===== config.mk =====
export PLATFORM = sky130hd
export DESIGN_NAME = vec_elementwise
export DESIGN_NICKNAME = d
export VERILOG_FILES = /design/src/hw/xform_pkg.sv /design/src/hw/vec_elementwise.sv
export SDC_FILE = /design/constraint.sdc
export NUM_CORES = 2
export LEC_CHECK = 0
export ABC_AREA = 1
export BUFFER_PORTS_ARGS = -buffer_cell sky130_fd_sc_hd__buf_2
export CAP_MARGIN = 20
export CORE_MARGIN = 4
export CORE_UTILIZATION = 40
export DETAILED_ROUTE_END_ITERATION = 16
export PLACE_DENSITY = 0.64
export SETUP_SLACK_MARGIN = 0.02
export SYNTH_ARGS = -nofsm -noshare
export SYNTH_HDL_FRONTEND = slang
export SYNTH_SLANG_ARGS = --single-unit

===== constraint.sdc =====
create_clock -name clk -period 13.25 [get_ports clk]
set_input_delay 3.3125 -clock clk [delete_from_list [all_inputs] [get_ports clk]]
set_output_delay 3.3125 -clock clk [all_outputs]
set_load 0.05 [all_outputs]

===== src/hw/xform_pkg.sv =====
package xform_pkg;

    localparam int FRAC_BITS = 8;                    // q8.8 fraction width

    typedef logic signed [15:0] fix16_t;             // one q8.8 word

    typedef fix16_t [2:0] vec3_t;                    // [0]=x [1]=y [2]=z

    typedef fix16_t [3:0] quat_t;                    // [0]=r [1]=i [2]=j [3]=k

    typedef enum logic [1:0] {
        OP_SCALE     = 2'd0,                         // a * b per lane
        OP_TRANSLATE = 2'd1,                         // a + b per lane
        OP_DOT       = 2'd2,                         // a . b into lane x
        OP_ROTATE    = 2'd3                          // rot * (0,a) * conj(rot)
    } xform_op_e;

    // signed product, kept at full width, then shifted back down
    // to q8.8 and truncated to the low 16 bits
    function automatic fix16_t fix_mul(input fix16_t x, input fix16_t y);
        logic signed [31:0] full;                    // full precision product
        full = x * y;
        return full[FRAC_BITS +: 16];                // same as >>> then truncate
    endfunction

    // conjugate of a quaternion, real part kept, imaginary negated
    function automatic quat_t quat_conj(input quat_t q);
        quat_t c;
        c[0] = q[0];
        c[1] = -q[1];                                // wraps on -128.0
        c[2] = -q[2];
        c[3] = -q[3];
        return c;
    endfunction

    // pure quaternion (0, v)
    function automatic quat_t quat_pure(input vec3_t v);
        quat_t q;
        q[0] = '0;
        q[1] = v[0];
        q[2] = v[1];
        q[3] = v[2];
        return q;
    endfunction

endpackage

===== src/hw/vec_elementwise.sv =====
`timescale 1ns/1ps

module vec_elementwise #(
    parameter int MUL_STAGES = 2,
    parameter int ADD_STAGES = 1,
    parameter bit is_add     = 1'b0                  // 0 scale, 1 translate
) (
    input  logic             clk,
    input  xform_pkg::vec3_t a,
    input  xform_pkg::vec3_t b,
    output xform_pkg::vec3_t y
);
    import xform_pkg::*;

    // sum gets its own adder stages, the rest is padding up to the multiply depth
    localparam int OP_STAGES  = is_add ? ((ADD_STAGES < MUL_STAGES) ? ADD_STAGES : MUL_STAGES)
                                       : MUL_STAGES;
    localparam int PAD_STAGES = MUL_STAGES - OP_STAGES;

    vec3_t lane;                                     // raw per-lane result
    vec3_t op_q [OP_STAGES];

    always_comb begin
        for (int i = 0; i < 3; i++) begin
            lane[i] = is_add ? a[i] + b[i]           // wraps at 16 bits
                             : fix_mul(a[i], b[i]);
        end
    end

    always_ff @(posedge clk) begin
        op_q[0] <= lane;
        for (int s = 1; s < OP_STAGES; s++) begin
            op_q[s] <= op_q[s-1];
        end
    end

    if (PAD_STAGES > 0) begin : g_pad
        vec3_t pad_q [PAD_STAGES];                   // translate delay to match scale

        always_ff @(posedge clk) begin
            pad_q[0] <= op_q[OP_STAGES-1];
            for (int s = 1; s < PAD_STAGES; s++) begin
                pad_q[s] <= pad_q[s-1];
            end
        end

        assign y = pad_q[PAD_STAGES-1];
    end else begin : g_nopad
        assign y = op_q[OP_STAGES-1];
    end

endmodule


==> key figures <==
Clock network
  • Clk buf depth: 2
  • Clock sink count: 96
  • Hold bufs inserted after CTS: 0
  • H-Tree Depth: 3
  • Post-cts sizing count: 0
  • TritonCTS buffer count: 9
  • Clock-pin transition on the worst setup and hold timing paths: 0.09 ns
  • Setup bufs post-CTS: 0
  • TritonCTS clock tree: built
  • Clock latency on the worst-skew pair: 0.37 ns
  • Root Driver: clkbuf_16

Timing
  • Setup Viol. Count Final: 0
  • Crit path time final: 8.22 ns
  • Final Slew Violations: 0
  • Maximum clock frequency: 122 MHz
  • Setup WS post-layout: 5.03 ns
  • Period Utilization, post-route: 0.620
  • Worst-margin pin slew: 0.468 ns
  • Slew Limit Headroom: 0.688
  • RSZ-0062 raised after global routing: no
  • Final hold violations: 0
  • Total Neg Setup Slack: 0 ns
  • Final clock skew: 0.0200 ns

Final layout
  • Fin nets: 4394
  • Fill cells: 6735
  • Final cell count without fillers: 4400
  • Top reg by flops: op_q
  • Commonest cells after routing, fill and taps aside: inv_1, nand2_1, fa_1
  • Syn-to-layout area delta: 4.51%
  • Top Registers: op_q (96)
  • Ratio of cells with drive above 1 in the final layout: 0.0507
  • Largest register FFs: 96
  • Final core occ: 0.423
  • Most common cell after layout, fill and taps aside: inv_1

Global routing
  • Pin count of the biggest net entering global routing: 20
  • All-Layer GR Usage: 0.190
  • Initial antenna violation count: 2
  • Total grt overflow: 0
  • Vias in the first global route: 21256
  • First-pass GRT wire length: 108000 um

Logic synthesis
  • Yosys warning total: 0
  • Sequential area share after synthesis: 0.0719
  • Yosys cell types: 40
  • Syn_nets: 4424
  • Number of synthesized register bits: 96
  • Primary FF master, synth: dfxtp_1
  • Post-synth ARST share: 0
  • Post-synth EDFFs: 0
  • Cells after Synth: 3559
  • Avg Cell Area, Syn: 7.51 sq um
  • Synth Cell Area: 26700 sq um

Die
  • Num rows: 94
  • IO Count: 145
  • Die area: 71000 sq um
  • Core ar.: 66000 sq um
  • Chip Width: 266 um
  • Initial core utilization: 0.405
  • Die height: 266 um

Routing
  • WL final: 64900 um
  • Drt first pass iters: 6
  • DRC: 0
  • DRT iter0 DRCs: 1122
  • WL per Instance: 14.7 um
  • Final antenna-violating net count: 0
  • Vias: 20332
  • DR vias/cell: 4.62

Placed design
  • Gpl congestion: 0.877
  • Hpwl dp: 53400 um
  • Place WS: 4.63 ns
  • Port buffer count: 144
  • Placed Cells: 4382

Critical path
  • Slowest stage cell, crit path: fa_1
  • Crit-path cells: buf_2 -> clkinv_1 -> or2_2 -> fa_1 -> fa_1 -> fa_1 -> inv_1 -> fa_1 -> fa_1 -> inv_1 -> fa_1 -> inv_1 -> ha_1 -> a21oi_1 -> a21boi_0 -> nor2_1 -> nor3_1 -> nand2_1 -> nand2_1 -> nand2_1
  • Crit path launch type: primary input
  • Critical Path Most Common Cell: fa_1
  • Max stage delay on crit path: 0.50 ns
  • Required @ worst endpoint: 13.52 ns
  • Critical Path End Type: flip-flop
  • Crit path max fanout: 9
  • WS Path Type: in -> reg
  • Arrival @ worst endpoint: 8.49 ns

Outcome
  • Status: finished clean

Job
  • Max Cap Viol: 0

Worst hold path
  • Min-Delay Path Class: reg -> reg
[per-layer routing]
layer,GRT usage,up-vias,wire [um],share of wire
met3,0.0223,75,3850,0.059
met4,0.0397,0,1200,0.019
met5,0,-,0,0
met2,0.334,554,31900,0.49
met1,0.254,9915,27900,0.43
li1,-,9788,-,-
[critical path: cells and delay by family]
kind / cells / cell delay (ns)
adder cells (fa/ha/maj): 7 / 3.04
AO/OA/AOI/OAI: 2 / 0.60
buffers and inverters: 5 / 0.65
AND/OR/NAND/NOR: 6 / 0.88
[final cells by class]
class | instances | area (sq um) | area share
multi-input cells | 2126 | 19600 | 0.701
inverters | 1152 | 4320 | 0.155
flip-flops and latches | 96 | 1920 | 0.0688
well taps | 864 | 1080 | 0.0387
repair buffers | 144 | 721 | 0.0258
clock buffers | 9 | 225 | 0.00807
clock inverters | 7 | 73.8 | 0.00264
diodes | 2 | 5.00 | 0.000179
[Yosys cell counts, types with 2 or more instances]
master	n	area, sq um
a211oi_1	3	22.5
a21boi_0	3	22.5
a21o_1	14	105
a21oi_1	52	260
a31oi_1	6	37.5
buf_2	15	75.1
buf_4	48	360
clkbuf_1	115	432
clkbuf_2	6	30.0
clkinv_1	3	11.3
dfxtp_1	96	1920
fa_1	558	11200
ha_1	210	2630
inv_1	1148	4310
nand2_1	967	3630
nand2_2	2	12.5
nand2b_1	2	12.5
nand3_1	93	465
nand3b_1	7	52.6
nand4_1	12	75.1
nor2_1	97	364
nor3_1	12	60.1
nor4_1	2	12.5
o21ai_0	20	100
o21ai_1	3	15.0
o21ai_2	2	17.5
o21bai_1	4	30.0
or2_1	2	12.5
or2_2	11	68.8
xnor2_1	13	114
xor2_1	24	210
[final timing paths]
| path | end | depth (start not counted) | from | slack [ns] |
|---|---|---|---|---|
| max | op_q[0][46]$_DFF_P_ | 20 | b[47] | 5.03 |
| min | op_q[0][49]$_DFF_P_ | 0 | op_q[0][1]$_DFF_P_ | 0.32 |
| max reg2reg | op_q[0][63]$_DFF_P_ | 0 | op_q[0][15]$_DFF_P_ | 12.79 |
| min reg2reg | op_q[0][49]$_DFF_P_ | 0 | op_q[0][1]$_DFF_P_ | 0.32 |
[metrics by stage]
stage / cell area (sq um) / hold WS [ns]
2_1_floorplan: 26700 / 0.310
3_3_place_gp: 27600 / 0.310
3_5_place_dp: 27600 / 0.312
4_1_cts: 27900 / 0.330
5_1_grt: 27900 / 0.334
6_report: 27900 / 0.324
[kinds of logic (layout without fill, tap and decap cells)]
group,Yosys count,after routing,share of synthesized area
compound gates,110,110,0.0242
xor+xnor,37,37,0.0121
fa+ha+maj,768,768,0.516
buf+inv,1337,1312,0.196
flops,96,96,0.0719
other cells,0,2,0
simple gates,1211,1211,0.180
Power is left out: the tool's default activity adds up to more than one toggle a clock period on the data nets, which glitch-free logic cannot reach.
