==> src/hw/xform_pkg.sv <==
package xform_pkg;

    localparam int FRAC_BITS = 8;                    // q8.8 fraction width

    typedef logic signed [15:0] fix16_t;             // one q8.8 word

    typedef fix16_t [2:0] vec3_t;                    // [0]=x [1]=y [2]=z

    typedef fix16_t [3:0] quat_t;                    // [0]=r [1]=i [2]=j [3]=k

    typedef enum logic [1:0] {
        OP_SCALE     = 2'd0,                         // a * b per lane
        OP_TRANSLATE = 2'd1,                         // a + b per lane
        OP_DOT       = 2'd2,                         // a . b into lane x
        OP_ROTATE    = 2'd3                          // rot * (0,a) * conj(rot)
    } xform_op_e;

    // signed product, kept at full width, then shifted back down
    // to q8.8 and truncated to the low 16 bits
    function automatic fix16_t fix_mul(input fix16_t x, input fix16_t y);
        logic signed [31:0] full;                    // full precision product
        full = x * y;
        return full[FRAC_BITS +: 16];                // same as >>> then truncate
    endfunction

    // conjugate of a quaternion, real part kept, imaginary negated
    function automatic quat_t quat_conj(input quat_t q);
        quat_t c;
        c[0] = q[0];
        c[1] = -q[1];                                // wraps on -128.0
        c[2] = -q[2];
        c[3] = -q[3];
        return c;
    endfunction

    // pure quaternion (0, v)
    function automatic quat_t quat_pure(input vec3_t v);
        quat_t q;
        q[0] = '0;
        q[1] = v[0];
        q[2] = v[1];
        q[3] = v[2];
        return q;
    endfunction

endpackage
==> src/hw/dot_product.sv <==
`timescale 1ns/1ps

module dot_product #(
    parameter int MUL_STAGES = 2,
    parameter int ADD_STAGES = 1
) (
    input  logic              clk,
    input  xform_pkg::vec3_t  a,
    input  xform_pkg::vec3_t  b,
    output xform_pkg::fix16_t y
);
    import xform_pkg::*;

    vec3_t  prod;                                    // ax*bx, ay*by, az*bz
    vec3_t  mul_q [MUL_STAGES];
    fix16_t xy_sum;
    fix16_t xy_q  [ADD_STAGES];                      // first adder level
    fix16_t z_q   [ADD_STAGES];                      // z rides along with x+y
    fix16_t xyz_sum;
    fix16_t xyz_q [ADD_STAGES];

    always_comb begin
        for (int i = 0; i < 3; i++) begin
            prod[i] = fix_mul(a[i], b[i]);
        end
    end

    assign xy_sum  = mul_q[MUL_STAGES-1][0] + mul_q[MUL_STAGES-1][1];
    assign xyz_sum = xy_q[ADD_STAGES-1] + z_q[ADD_STAGES-1];

    always_ff @(posedge clk) begin
        mul_q[0] <= prod;
        for (int s = 1; s < MUL_STAGES; s++) begin
            mul_q[s] <= mul_q[s-1];
        end
    end

    always_ff @(posedge clk) begin
        xy_q[0]  <= xy_sum;
        z_q[0]   <= mul_q[MUL_STAGES-1][2];
        xyz_q[0] <= xyz_sum;
        for (int s = 1; s < ADD_STAGES; s++) begin
            xy_q[s]  <= xy_q[s-1];
            z_q[s]   <= z_q[s-1];
            xyz_q[s] <= xyz_q[s-1];
        end
    end

    assign y = xyz_q[ADD_STAGES-1];                  // mul + 2 add levels

endmodule

==> config.mk <==
export PLATFORM = sky130hd
export DESIGN_NAME = dot_product
export DESIGN_NICKNAME = d
export VERILOG_FILES = /design/src/hw/xform_pkg.sv /design/src/hw/dot_product.sv
export SDC_FILE = /design/constraint.sdc
export NUM_CORES = 2
export LEC_CHECK = 0
export BUFFER_PORTS_ARGS = -buffer_cell sky130_fd_sc_hd__buf_2
export CAP_MARGIN = 20
export CORE_UTILIZATION = 55
export DETAILED_ROUTE_END_ITERATION = 12
export GPL_ROUTABILITY_DRIVEN = 0
export GPL_TIMING_DRIVEN = 1
export PLACE_DENSITY_LB_ADDON = 0.1
export SYNTH_ARGS = -nofsm -noshare
export SYNTH_HDL_FRONTEND = slang
export SYNTH_SLANG_ARGS = --single-unit
export TNS_END_PERCENT = 100
==> constraint.sdc <==
create_clock -name clk -period 8.22 [get_ports clk]
set_clock_uncertainty 0.15 [all_clocks]
set_input_delay 0 -clock clk [delete_from_list [all_inputs] [get_ports clk]]
set_output_delay 0 -clock clk [all_outputs]
set_load 0.005 [all_outputs]
==> flow_summary_export.csv <==
group,metric,value,unit
run_status,status,"finished clean",
route,drt_first_iter_violations,887,
floorplan,core-area,0.0470,sq mm
finish,nNetsFinal,3803,
placed_design,dp_hpwl,47.5,mm
clocking,numCtsBuffers,17,
route,drt-wirelength-per-cell,16.0,um
clocking,cts_setup_buffers,0,
timing,grt_setup_unrepaired,"no",
worst_setup_path,arrival,5750,ps
worst_setup_path,cp_common_cell,"fa_1",
worst_setup_path,slowest_stage,"fa_1",
clocking,ctsResizeCount,0,
worst_setup_path,crit_required,8360,ps
timing,maxSlewHeadroom,0.548,
yosys,seq_area_frac_synth,0.109,
global_route,grtUsageTotal,0.250,
worst_setup_path,path_buf_inv,6,
global_route,grt_pass1_vias,20086,
run,drv_cap,0,
clocking,cts.sinks,144,
timing,hold_viol,0,
yosys,synthCells,2869,
worst_setup_path,crit-reg2reg-launch,"mul_q[0][48]",
clocking,worstSkewPairLatency,410,ps
route,first_pass_iters,5,
timing,fmax,0.178,GHz
floorplan,initial_core_util,0.563,
finish,area_growth,5.84,%
yosys,syn_area_per_cell,9.21,sq um
global_route,grt_pass1_wl,98.5,mm
worst_setup_path,critPathKind,"in2reg",
worst_setup_path,worstSetupStartpointType,"primary input",
route,avgViaCountPerCell,5.13,
yosys,synthesis.nets,3766,
route,ant_nets,0,
yosys,yosys_most_used_dff,"dfxtp_1",
worst_setup_path,worst_path_largest_cell_delay,550,ps
placed_design,portBuffers,112,
min_path,min_to,"mul_q[0][73]",
worst_setup_path,r2r_end,"xy_q[0][14]",
clocking,clk_pin_slew,60,ps
worst_setup_path,path_depth,22,
floorplan,die-area,0.0489,sq mm
floorplan,die_height,221,um
clocking,holdBufCountCts,0,
clocking,htreeDepth,4,
yosys,async_flop_share,0,
placed_design,dp_slack,2220,ps
clocking,cts_tree,"built",
yosys,synth.distinct_cells,62,
global_route,grt_max_degree,18,
timing,final_max_slew_viol_count,0,
yosys,synth.cell_area,0.0264,sq mm
yosys,synth_edf_count,0,
min_path,hold_class,"reg2reg",
clocking,cts-root-buf,"clkbuf_16",
worst_setup_path,worstRegToRegCells,11,
floorplan,die_w,221,um
clocking,clock_path_buffers,2,
min_path,holdPathStages,0,
worst_setup_path,path_cells,"buf_2 > nand2_1 > fa_1 > inv_1 > fa_1 > inv_1 > fa_1 > inv_1 > fa_1 > fa_1 > inv_1 > fa_1 > inv_1 > ha_1 > and3_1 > a221oi_1 > nor2_1 > a41oi_1 > o31ai_2 > a211oi_1 > o21bai_1 > xnor2_1",
min_path,worstHoldStart,"mul_q[0][25]",
worst_setup_path,crit_family,"adder cells",
worst_setup_path,reg2reg_setup_slack,5230,ps
timing,tns,0,ps
timing,finalSetupViolCount,0,
yosys,ys_ff_latch,144,
yosys,yosysWarningCount,0,
worst_setup_path,startpoint,"b[23]",
global_route,antenna_found_initial,2,
floorplan,placementRows,79,
worst_setup_path,end_kind,"flop",
floorplan,io_pins,113,
route,drt_wl_total,56.5,mm
route,vias,18098,
timing,worst_pin_slew,673,ps
timing,post-route-min-period,5610,ps
timing,worst_slack,2610,ps
timing,period_share,0.683,
finish,drive_gt1_frac,0.0565,
finish,diodes,0,
finish,final_core_util,0.595,
global_route,overflow,0,
route,drc,0,
worst_setup_path,crit_fanout,17,
-- cell usage after synthesis (all sizes together), types with 8 or more instances --
| master | number | share of area |
|---|---|---|
| o21ai | 18 | 0.0036 |
| a21o | 15 | 0.0043 |
| nor2 | 57 | 0.0081 |
| dfxtp | 144 | 0.11 |
| xnor2 | 105 | 0.035 |
| clkbuf | 93 | 0.013 |
| nand2b | 11 | 0.0026 |
| a21oi | 31 | 0.0062 |
| inv | 757 | 0.11 |
| fa | 560 | 0.42 |
| nand3 | 16 | 0.0030 |
| a31oi | 8 | 0.0025 |
| nand2 | 347 | 0.049 |
| or3 | 8 | 0.0021 |
| o21a | 13 | 0.0037 |
| and2 | 327 | 0.078 |
| nor3 | 21 | 0.0044 |
| xor2 | 29 | 0.0096 |
| ha | 240 | 0.11 |
-- area by class of cell --
cell class / instances / area [sq um]
multi-input cells: 1873 / 20300
fillers: 4138 / 19000
flip-flops and latches: 144 / 2880
inverters: 758 / 2850
well taps: 607 / 759
repair buffers: 112 / 561
clock buffers: 17 / 425
clock inverters: 15 / 149
-- logic make-up (layout without fill, tap and decap cells) --
family	count (synthesis)	after routing	synth area share
flip-flops	144	144	0.109
multiplexers	1	1	0.000379
XOR/XNOR	134	134	0.0444
buffers and inverters	852	902	0.121
AND/OR/NAND/NOR	814	814	0.154
adder cells (fa/ha/maj)	800	800	0.538
AO/OA/AOI/OAI	124	124	0.0331
-- sequential cells by signal, indices dropped and copies added (netlist names) --
register / cells
mul_q: 96
z_q: 16
xy_q: 16
xyz_q: 16
-- routing by layer --
layer	track usage	share of wire	vias up
li1	-	-	8353
met1	0.334	0.43	9259
met2	0.438	0.51	414
met3	0.0242	0.039	72
met4	0.0645	0.021	0
met5	0	0	-
-- cells in the final DEF (no fill, tap or decap), drive strengths merged, types with 16 or more instances in the layout --
master,netlist,final
inv,757,765
a21oi,31,31
o21ai,18,18
dfxtp,144,144
buf,1,112
ha,240,240
xor2,29,29
nor3,21,21
nand2,347,347
nand3,16,16
nor2,57,57
xnor2,105,105
clkbuf,93,17
and2,327,327
fa,560,560
-- through the flow --
stage / cells / hold slack (ps) / area, sq um
final: 3526 / 170 / 28000
after global routing: 3526 / 172 / 28000
after CTS: 3526 / 167 / 28000
after detailed placement: 3494 / 162 / 27400
after global placement: 3494 / 163 / 27400
after floorplan: 2869 / 134 / 26400
-- worst register-to-register path, cell delays in order (launching register included) --
cell and delay (ps):
dfxtp_1 320, ha_1 210, inv_1 70, fa_1 200, nor2b_1 60, o21ai_0 290
a21boi_1 150, o21ai_0 260, a21oi_1 180, a211oi_1 380, nor2_1 150, o311ai_1 440
-- worst max path at each step --
stage | to | slack, ps
2_1_floorplan | mul_q[0][31] | 2450
3_3_place_gp | mul_q[0][31] | 2400
3_5_place_dp | mul_q[0][31] | 2220
4_1_cts | mul_q[0][31] | 2660
5_1_grt | mul_q[0][31] | 2230
6_report | mul_q[0][31] | 2610
Power is not shown: default switching activity piles up to over one toggle a cycle in this logic, so the estimate is an artifact.
